## src/source/zc_seq_pkg.sv

```systemverilog
package zc_seq_pkg;

  ////////////////////
  // Basic types
  ////////////////////

  typedef logic [31:0] instr_word_t;

  // Kind of compressed word seen by the sequencer
  typedef enum logic [2:0] {
    INVALID_INST,
    PUSH,
    POP,
    POPRET,
    POPRETZ,
    MVSA01,
    MVA01S
  } seq_instr_e;

  // Expansion steps of the push/pop/move sequences
  typedef enum logic [2:0] {
    S_IDLE,
    S_PUSH,
    S_POP,
    S_RA,
    S_SP,
    S_A0,
    S_RET,
    S_DMOVE
  } seq_state_e;

  ////////////////////
  // RV32I encodings
  ////////////////////

  localparam logic [6:0] OPCODE_LOAD  = 7'h03;
  localparam logic [6:0] OPCODE_STORE = 7'h23;
  localparam logic [6:0] OPCODE_OPIMM = 7'h13;
  localparam logic [6:0] OPCODE_JALR  = 7'h67;

  localparam logic [4:0] REG_ZERO = 5'd0;
  localparam logic [4:0] REG_RA   = 5'd1;
  localparam logic [4:0] REG_SP   = 5'd2;
  localparam logic [4:0] REG_A0   = 5'd10;
  localparam logic [4:0] REG_A1   = 5'd11;

  ////////////////////
  // Helpers
  ////////////////////

  // Number of s-registers named by rlist, ra not included
  function automatic logic [3:0] pushpop_reg_length(input logic [3:0] rlist);
    logic [3:0] len;
    if (rlist == 4'd15) begin
      len = 4'd12;   // s10 alone is not encodable, so 15 saves s0-s11
    end else if (rlist > 4'd4) begin
      len = rlist - 4'd4;
    end else begin
      len = 4'd0;
    end
    return len;
  endfunction

  // s0 and s1 sit at x8/x9, s2 onwards start at x18
  function automatic logic [4:0] sn_to_regnum(input logic [4:0] sn);
    logic [4:0] num;
    if (sn < 5'd2) begin
      num = 5'd8 + sn;
    end else begin
      num = 5'd16 + sn;
    end
    return num;
  endfunction

  // Round a byte count up to the 16-byte stack alignment
  function automatic logic [11:0] align_16(input logic [11:0] bytes);
    return (bytes + 12'd15) & 12'hff0;
  endfunction

endpackage

```

## src/source/fetch_slot_if.sv

```systemverilog
`timescale 1ns/10ps

interface fetch_slot_if;
  import zc_seq_pkg::*;

  instr_word_t word;
  logic        is_ptr;
  logic        full;
  logic        consume;

  modport slot (
    output word,
    output is_ptr,
    output full,
    input  consume
  );

  modport seq (
    input  word,
    input  is_ptr,
    input  full,
    output consume
  );

endinterface

```

## src/source/seq_issue_if.sv

```systemverilog
`timescale 1ns/10ps

interface seq_issue_if;
  import zc_seq_pkg::*;

  instr_word_t instr;
  logic        valid;
  logic        last;
  logic        illegal;
  logic        accepted;

  modport seq (
    output instr,
    output valid,
    output last,
    output illegal,
    input  accepted
  );

  modport issue (
    input  instr,
    input  valid,
    input  last,
    input  illegal,
    output accepted
  );

endinterface

```

## src/source/fetch_slot.sv

```systemverilog
`timescale 1ns/10ps

module fetch_slot (
  input  logic                    clk,
  input  logic                    rst_n,
  input  logic                    fetch_valid_i,
  input  zc_seq_pkg::instr_word_t fetch_word_i,
  input  logic                    fetch_is_ptr_i,
  input  logic                    kill_i,
  output logic                    fetch_ready_o,
  fetch_slot_if.slot              slot_o
);
  import zc_seq_pkg::*;

  logic        full_q;
  logic        take;
  instr_word_t word_q;
  logic        is_ptr_q;

  // Refill is allowed on the same edge the current word leaves
  assign fetch_ready_o = !kill_i && (!full_q || slot_o.consume);
  assign take          = fetch_valid_i && fetch_ready_o;

  always_ff @(posedge clk or negedge rst_n) begin
    if (!rst_n) begin
      full_q <= 1'b0;
    end else if (kill_i) begin
      full_q <= 1'b0;
    end else if (take) begin
      full_q <= 1'b1;
    end else if (slot_o.consume) begin
      full_q <= 1'b0;
    end
  end

  always_ff @(posedge clk) begin
    if (take) begin
      word_q   <= fetch_word_i;
      is_ptr_q <= fetch_is_ptr_i;
    end
  end

  assign slot_o.word   = word_q;
  assign slot_o.is_ptr = is_ptr_q;
  assign slot_o.full   = full_q;

  // A held word only leaves through the sequencer or a flush
  a_full_held: assert property (@(posedge clk) disable iff (!rst_n)
    full_q && !slot_o.consume && !kill_i |=> full_q);

endmodule

```

## src/source/cm_sequencer.sv

```systemverilog
`timescale 1ns/10ps

module cm_sequencer (
  input  logic      clk,
  input  logic      rst_n,
  input  logic      kill_i,
  fetch_slot_if.seq slot_i,
  seq_issue_if.seq  issue_o
);
  import zc_seq_pkg::*;

  instr_word_t word;
  logic [3:0]  rlist;
  seq_instr_e  seq_instr;
  logic        illegal;
  logic        is_store;
  logic        is_load;
  logic        is_move;

  logic [3:0]  n_saved;
  logic [11:0] reg_adj;
  logic [11:0] total_adj;
  logic [11:0] step_off;
  logic [11:0] cur_off;
  logic [4:0]  sreg;

  logic [3:0]  cnt_q;
  seq_state_e  state_q;
  seq_state_e  state_n;
  seq_state_e  step;
  logic        fire;
  logic        last;
  instr_word_t instr;

  function automatic instr_word_t enc_lw(input logic [4:0] rd, input logic [11:0] off);
    return {off, REG_SP, 3'b010, rd, OPCODE_LOAD};
  endfunction

  function automatic instr_word_t enc_sw(input logic [4:0] rs2, input logic [11:0] off);
    return {off[11:5], rs2, REG_SP, 3'b010, off[4:0], OPCODE_STORE};
  endfunction

  function automatic instr_word_t enc_addi(input logic [4:0]  rd,
                                           input logic [4:0]  rs1,
                                           input logic [11:0] imm);
    return {imm, rs1, 3'b000, rd, OPCODE_OPIMM};
  endfunction

  assign word  = slot_i.word;
  assign rlist = word[7:4];

  ////////////////////
  // Decode
  ////////////////////

  // Pointer words are data for a table jump and never decode
  always_comb begin
    seq_instr = INVALID_INST;
    illegal   = 1'b0;
    if (!slot_i.is_ptr && word[1:0] == 2'b10 && word[15:13] == 3'b101) begin
      case (word[12:10])
        3'b011: begin
          if (word[6:5] == 2'b11) begin
            seq_instr = MVA01S;
          end else if (word[6:5] == 2'b01) begin
            seq_instr = MVSA01;
          end
        end
        3'b110: begin
          if (word[9:8] == 2'b00) begin
            if (rlist >= 4'd4) begin
              seq_instr = PUSH;
            end else begin
              illegal = 1'b1;
            end
          end else if (word[9:8] == 2'b10) begin
            seq_instr = POP;
          end
        end
        3'b111: begin
          if (word[9:8] == 2'b00) begin
            seq_instr = POPRETZ;
          end else if (word[9:8] == 2'b10) begin
            seq_instr = POPRET;
          end
        end
        default: begin
          seq_instr = INVALID_INST;
        end
      endcase
    end
  end

  assign is_store = (seq_instr == PUSH);
  assign is_load  = (seq_instr == POP) || (seq_instr == POPRET) || (seq_instr == POPRETZ);
  assign is_move  = (seq_instr == MVSA01) || (seq_instr == MVA01S);

  // Stack frame covers the s-registers plus ra, then spimm adds 16-byte blocks
  assign n_saved   = pushpop_reg_length(rlist);
  assign reg_adj   = align_16({6'd0, n_saved + 4'd1, 2'b00});
  assign total_adj = reg_adj + {6'd0, word[3:2], 4'd0};

  // Step k touches -(k+1)*4 from the old sp
  assign step_off = {6'd0, cnt_q, 2'b00} + 12'd4;
  assign cur_off  = is_store ? 12'd0 - step_off : total_adj - step_off;
  assign sreg     = {1'b0, n_saved - cnt_q - 4'd1};

  ////////////////////
  // Step selection
  ////////////////////

  // In S_IDLE the first step of a push/pop is already emitted
  always_comb begin
    step = state_q;
    if (state_q == S_IDLE) begin
      if (is_store) begin
        step = (n_saved != 4'd0) ? S_PUSH : S_RA;
      end else if (is_load) begin
        step = (n_saved != 4'd0) ? S_POP : S_RA;
      end
    end
  end

  always_comb begin
    instr   = word;
    last    = 1'b0;
    state_n = S_IDLE;
    case (step)
      S_IDLE: begin
        if (seq_instr == MVSA01) begin
          instr = enc_addi(sn_to_regnum({2'b00, word[9:7]}), REG_A0, 12'd0);
        end else if (seq_instr == MVA01S) begin
          instr = enc_addi(REG_A0, sn_to_regnum({2'b00, word[9:7]}), 12'd0);
        end else begin
          last = 1'b1;  // raw word, illegal push included
        end
        state_n = is_move ? S_DMOVE : S_IDLE;
      end
      S_PUSH: begin
        instr   = enc_sw(sn_to_regnum(sreg), cur_off);
        state_n = (cnt_q + 4'd1 == n_saved) ? S_RA : S_PUSH;
      end
      S_POP: begin
        instr   = enc_lw(sn_to_regnum(sreg), cur_off);
        state_n = (cnt_q + 4'd1 == n_saved) ? S_RA : S_POP;
      end
      S_RA: begin
        instr   = is_store ? enc_sw(REG_RA, cur_off) : enc_lw(REG_RA, cur_off);
        state_n = S_SP;
      end
      S_SP: begin
        instr = is_store ? enc_addi(REG_SP, REG_SP, 12'd0 - total_adj)
                         : enc_addi(REG_SP, REG_SP, total_adj);
        if (seq_instr == POPRETZ) begin
          state_n = S_A0;
        end else if (seq_instr == POPRET) begin
          state_n = S_RET;
        end else begin
          last = 1'b1;
        end
      end
      S_A0: begin
        instr   = enc_addi(REG_A0, REG_ZERO, 12'd0);
        state_n = S_RET;
      end
      S_RET: begin
        instr = {12'd0, REG_RA, 3'b000, REG_ZERO, OPCODE_JALR};
        last  = 1'b1;
      end
      S_DMOVE: begin
        // Second half of the pair goes through a1
        if (seq_instr == MVSA01) begin
          instr = enc_addi(sn_to_regnum({2'b00, word[4:2]}), REG_A1, 12'd0);
        end else begin
          instr = enc_addi(REG_A1, sn_to_regnum({2'b00, word[4:2]}), 12'd0);
        end
        last = 1'b1;
      end
      default: begin
        state_n = S_IDLE;
      end
    endcase
  end

  assign fire = issue_o.valid && issue_o.accepted;

  always_ff @(posedge clk or negedge rst_n) begin
    if (!rst_n) begin
      state_q <= S_IDLE;
      cnt_q   <= 4'd0;
    end else if (kill_i) begin
      state_q <= S_IDLE;
      cnt_q   <= 4'd0;
    end else if (fire) begin
      state_q <= state_n;
      cnt_q   <= last ? 4'd0 : cnt_q + 4'd1;
    end
  end

  assign issue_o.valid   = slot_i.full;
  assign issue_o.instr   = instr;
  assign issue_o.last    = last;
  assign issue_o.illegal = illegal;
  assign slot_i.consume  = fire && last;

  a_instr_hold: assert property (@(posedge clk) disable iff (!rst_n)
    issue_o.valid && !issue_o.accepted && !kill_i |=> $stable(issue_o.instr));

  a_idle_after_last: assert property (@(posedge clk) disable iff (!rst_n)
    fire && last && !kill_i |=> state_q == S_IDLE && cnt_q == 4'd0);

endmodule

```

## src/source/issue_reg.sv

```systemverilog
`timescale 1ns/10ps

module issue_reg (
  input  logic                    clk,
  input  logic                    rst_n,
  input  logic                    stall_i,
  input  logic                    kill_i,
  seq_issue_if.issue              issue_i,
  output logic                    issue_valid_o,
  output zc_seq_pkg::instr_word_t issue_instr_o,
  output logic                    issue_illegal_o,
  output logic                    issue_last_o
);
  import zc_seq_pkg::*;

  logic        valid_q;
  instr_word_t instr_q;
  logic        illegal_q;
  logic        last_q;

  // An empty register takes a step even while downstream stalls
  assign issue_i.accepted = !valid_q || !stall_i;

  always_ff @(posedge clk or negedge rst_n) begin
    if (!rst_n) begin
      valid_q <= 1'b0;
    end else if (kill_i) begin
      valid_q <= 1'b0;
    end else if (issue_i.accepted) begin
      valid_q <= issue_i.valid;
    end
  end

  always_ff @(posedge clk) begin
    if (issue_i.accepted && issue_i.valid) begin
      instr_q   <= issue_i.instr;
      illegal_q <= issue_i.illegal;
      last_q    <= issue_i.last;
    end
  end

  assign issue_valid_o   = valid_q;
  assign issue_instr_o   = instr_q;
  assign issue_illegal_o = illegal_q;
  assign issue_last_o    = last_q;

  a_stall_hold: assert property (@(posedge clk) disable iff (!rst_n)
    issue_valid_o && stall_i && !kill_i |=> issue_valid_o && $stable(issue_instr_o)
      && $stable(issue_illegal_o) && $stable(issue_last_o));

endmodule

```

## src/source/zc_issue_top.sv

```systemverilog
`timescale 1ns/10ps

module zc_issue_top (
  input  logic                    clk,
  input  logic                    rst_n,
  input  logic                    fetch_valid_i,
  input  zc_seq_pkg::instr_word_t fetch_word_i,
  input  logic                    fetch_is_ptr_i,
  output logic                    fetch_ready_o,
  input  logic                    stall_i,
  input  logic                    kill_i,
  output logic                    issue_valid_o,
  output zc_seq_pkg::instr_word_t issue_instr_o,
  output logic                    issue_illegal_o,
  output logic                    issue_last_o
);

  fetch_slot_if slot_bus ();
  seq_issue_if  issue_bus ();

  // Prefetched words wait here until fully expanded
  fetch_slot u_fetch_slot (
    .clk            (clk),
    .rst_n          (rst_n),
    .fetch_valid_i  (fetch_valid_i),
    .fetch_word_i   (fetch_word_i),
    .fetch_is_ptr_i (fetch_is_ptr_i),
    .kill_i         (kill_i),
    .fetch_ready_o  (fetch_ready_o),
    .slot_o         (slot_bus.slot)
  );

  cm_sequencer u_cm_sequencer (
    .clk     (clk),
    .rst_n   (rst_n),
    .kill_i  (kill_i),
    .slot_i  (slot_bus.seq),
    .issue_o (issue_bus.seq)
  );

  // Stands in for the decode stage
  issue_reg u_issue_reg (
    .clk             (clk),
    .rst_n           (rst_n),
    .stall_i         (stall_i),
    .kill_i          (kill_i),
    .issue_i         (issue_bus.issue),
    .issue_valid_o   (issue_valid_o),
    .issue_instr_o   (issue_instr_o),
    .issue_illegal_o (issue_illegal_o),
    .issue_last_o    (issue_last_o)
  );

endmodule

```

## config.mk

```make
export PLATFORM = sky130hd
export DESIGN_NAME = zc_issue_top
export DESIGN_NICKNAME = d
export VERILOG_FILES = /design/src/source/zc_seq_pkg.sv /design/src/source/fetch_slot_if.sv /design/src/source/seq_issue_if.sv /design/src/source/fetch_slot.sv /design/src/source/cm_sequencer.sv /design/src/source/issue_reg.sv /design/src/source/zc_issue_top.sv
export SDC_FILE = /design/constraint.sdc
export NUM_CORES = 1
export LEC_CHECK = 0
export ABC_AREA = 1
export BUFFER_PORTS_ARGS = -buffer_cell sky130_fd_sc_hd__buf_4
export CAP_MARGIN = 20
export CORE_MARGIN = 8
export CORE_UTILIZATION = 30
export CTS_BUF_LIST = sky130_fd_sc_hd__clkbuf_8
export CTS_CLUSTER_DIAMETER = 120
export DETAILED_ROUTE_END_ITERATION = 16
export PLACE_DENSITY = 0.53
export SLEW_MARGIN = 25
export SYNTH_ARGS = -nofsm -noshare
export SYNTH_HDL_FRONTEND = slang
export SYNTH_SLANG_ARGS = --single-unit
```

## constraint.sdc

```tcl
create_clock -name clk -period 6.16 [get_ports clk]
set_clock_uncertainty 0.15 [all_clocks]
set_input_delay 0.308 -clock clk [delete_from_list [all_inputs] [get_ports clk]]
set_output_delay 0.308 -clock clk [all_outputs]
set_load 0.02 [all_outputs]
```

==> results by group <==
Synth
  – Synth unique cells: 48
  – Post-synth top flop: edfxtp_1
  – Ys Warns: 0
  – Post-synthesis sequential area ratio: 49.2%
  – Ys async rst share: 11.8%
  – Post-Syn Instances: 491
  – Synth Cell Area: 0.00455 mm^2
  – Post-synthesis register bit count: 76
  – Post-synth EDFFs: 67
  – Syn Nets: 546
  – Avg Cell Area, Syn: 9.26 um^2

Final layout
  – # nets final: 664
  – FF+latch area: 0.00224 mm^2
  – Multi-input logic area: 0.00198 mm^2
  – Layout cells sized above 1: 26.9%
  – Final core occ: 39.2%
  – Commonest non-fill, non-tap cell in the layout: nand2_1
  – Most frequent cells in the layout: nand2_1 (98), buf_4 (74), edfxtp_1 (67)
  – Fin area: 0.00589 mm^2
  – Area Growth Syn to Fin: 29.6%
  – Fill cells: 1492
  – Ant. Diodes: 0

Global route
  – Largest net degree at the start of global routing: 37
  – First-pass GRT wire length: 20300 um
  – Gr usage total: 13.4%
  – Gr ovfl total: 0
  – Vias in the first global route: 3866
  – Initial antenna violation count: 0

Routing
  – Post-detailed-routing wire length: 12800 um
  – WL per Instance: 15.9 um
  – Post-DR vias/cell: 4.64
  – First-iteration detailed-routing DRC count: 217
  – # DRC: 0
  – Final ANT Viol Nets: 0
  – Total number of vias: 3722
  – Pre-antenna DRT Iters: 4

Job
  – Max cap viols: 0

STA
  – Final hold viol count: 0
  – Post-route clock period utilization: 70.4%
  – Slew Viols, Final: 0
  – Worst rel slew slack: 61.8%
  – Setup violations, final: 0
  – Final min period: 4340 ps
  – Sum Neg Setup Slack: 0 ps
  – Actual slew at the worst max-slew pin: 572 ps
  – Unrepaired setup endpoints after global routing: false
  – FMAX: 231 MHz

Clock tree
  – Reg clk slew, reported paths: 80 ps
  – Setup Fix Bufs, Post-CTS: 0
  – CTS tree: done
  – Clock Latency Late Sink: 370 ps
  – H-tree levels: 3
  – CTS Buffer Depth: 2
  – Num CTS Buffers: 9
  – Clock Sinks: 76
  – CTS root buf: clkbuf_8
  – Cts repair resizes: 0

Die
  – Die Area: 0.0194 mm^2
  – DIE HEIGHT: 139 um
  – Row cnt: 45
  – Initial Util: 30.3%
  – Width of the die: 139 um
  – I/O pin cnt: 74
  – Core footprint: 0.0150 mm^2

Power and ir drop
  – Worst VDD drop: 73.5 uV
  – Pwr dens: 202 mW/mm^2
  – P_leak: 2.58 nW

Placed design
  – IO buf count: 73
  – RD Place Congestion: 0.865
  – DP Area: 0.00532 mm^2
  – Hpwl dp: 10100 um

Status
  – Status: finished, final reports clean

Critical path
  – CP arrival: 4420 ps
  – Critical Path End Type: flop
  – Critical path class: flop to flop
  – Worst Setup Start Kind: flop
  – Crit path required time: 6250 ps
  – CP Max Fanout: 6

Min path
  – Worst min path class: input port to flop
timing repair:
item                       in CTS  in global routing
setup endpoints to repair       0                  0
hold buffers                   35                  0
hold endpoints to repair       44                  0
worst max-delay path, cell delays in order, from the launching register on:
cell and delay [ps]:
edfxtp_1 510, nand2_1 160, nor2_1 60, nor3_1 380
inv_1 190, ha_1 320, o21ai_0 200, xor2_1 290
fa_1 520, ha_1 380, a21oi_1 160, inv_1 50
a31oi_1 230, o21ai_0 120, o21ai_0 210, o311ai_0 180
nand3_1 90
flip-flops by register name, summed over array words and instances, names as in the netlist:
register                     count
u_issue_reg.issue_valid_o        1
u_issue_reg.issue_illegal_o      1
u_cm_sequencer.state_q           3
u_fetch_slot.slot_o.is_ptr       1
u_cm_sequencer.cnt_q             4
u_fetch_slot.slot_o.word        32
u_issue_reg.issue_instr_o       32
u_issue_reg.issue_last_o         1
u_fetch_slot.slot_o.full         1
through the flow:
step           setup WS (ps)  instances  hold slack [ps]  power, mW
3_5_place_dp            1900        750            -5.44      0.802
5_1_grt                 1570        802             81.4       1.25
6_report                1820        802             75.1       1.19
3_3_place_gp            2070        750            -10.5      0.801
4_1_cts                 1870        801             51.4       1.20
2_1_floorplan           2450        491             -138      0.726
kinds of logic (layout without fill, tap and decap cells):
family,after synthesis,after routing,share of synthesized area (%)
buffers and inverters,82,205,7.32
and+or+nand+nor,246,246,28.3
xor gates and xnor gates,12,12,2.31
AOI/OAI and AO/OA,58,58,7.84
DFF,76,76,49.2
adders and majority gates,17,17,5.01
routing by layer:
layer  GRT usage [%]  vias to the layer above  share of wire, %
met2            21.0                      100                45
met3            2.99                       22               5.8
met5               0                        -                 0
li1                -                     1876                 -
met1            17.4                     1724                46
met4            6.18                        0               2.8
worst paths after layout:
kind	depth (start not counted)	slack, ps	to	start
worst max-delay path	16	1820	u_issue_reg.issue_instr_o[28]$_DFFE_PP_	u_fetch_slot.slot_o.word[7]$_DFFE_PP_
worst min-delay path	3	80	u_issue_reg.issue_valid_o$_DFFE_PN0P_	stall_i
worst max register to register	16	1820	u_issue_reg.issue_instr_o[28]$_DFFE_PP_	u_fetch_slot.slot_o.word[7]$_DFFE_PP_
worst min register to register	2	380	u_issue_reg.issue_instr_o[1]$_DFFE_PP_	u_fetch_slot.slot_o.word[1]$_DFFE_PP_
max in group asynchronous	2	5580	u_cm_sequencer.cnt_q[1]$_DFFE_PN0P_	rst_n
min in group asynchronous	2	140	u_cm_sequencer.state_q[2]$_DFFE_PN0P_	rst_n
cell type report:
| type | instances | area share (%) |
|---|---|---|
| Clock buffer | 9 | 2.10 |
| Clock inverter | 7 | 1.30 |
| Inverter | 79 | 5.16 |
| Multi-Input combinational cell | 333 | 33.7 |
| Sequential cell | 76 | 38.0 |
| Tap cell | 188 | 3.99 |
| Timing Repair Buffer | 110 | 15.8 |
Yosys cell counts, types with 8 or more instances:
library cell / count / share of area (%)
nand2_2: 23 / 3.2
nor2_2: 9 / 1.2
dfrtp_1: 9 / 5.0
inv_1: 64 / 5.3
nor3_1: 10 / 1.1
a21oi_1: 8 / 0.88
nand2_1: 98 / 8.1
nand3_1: 29 / 3.2
inv_2: 12 / 0.99
o21ai_0: 23 / 2.5
edfxtp_1: 67 / 44
ha_1: 15 / 4.1
nor2_1: 45 / 3.7
power breakdown:
part	internal [mW]	switching [mW]
clock	0.188	0.194
sequential	0.591	0.0127
combinational	0.0901	0.115
total	0.869	0.321
(Power assumes the default switching activity.)
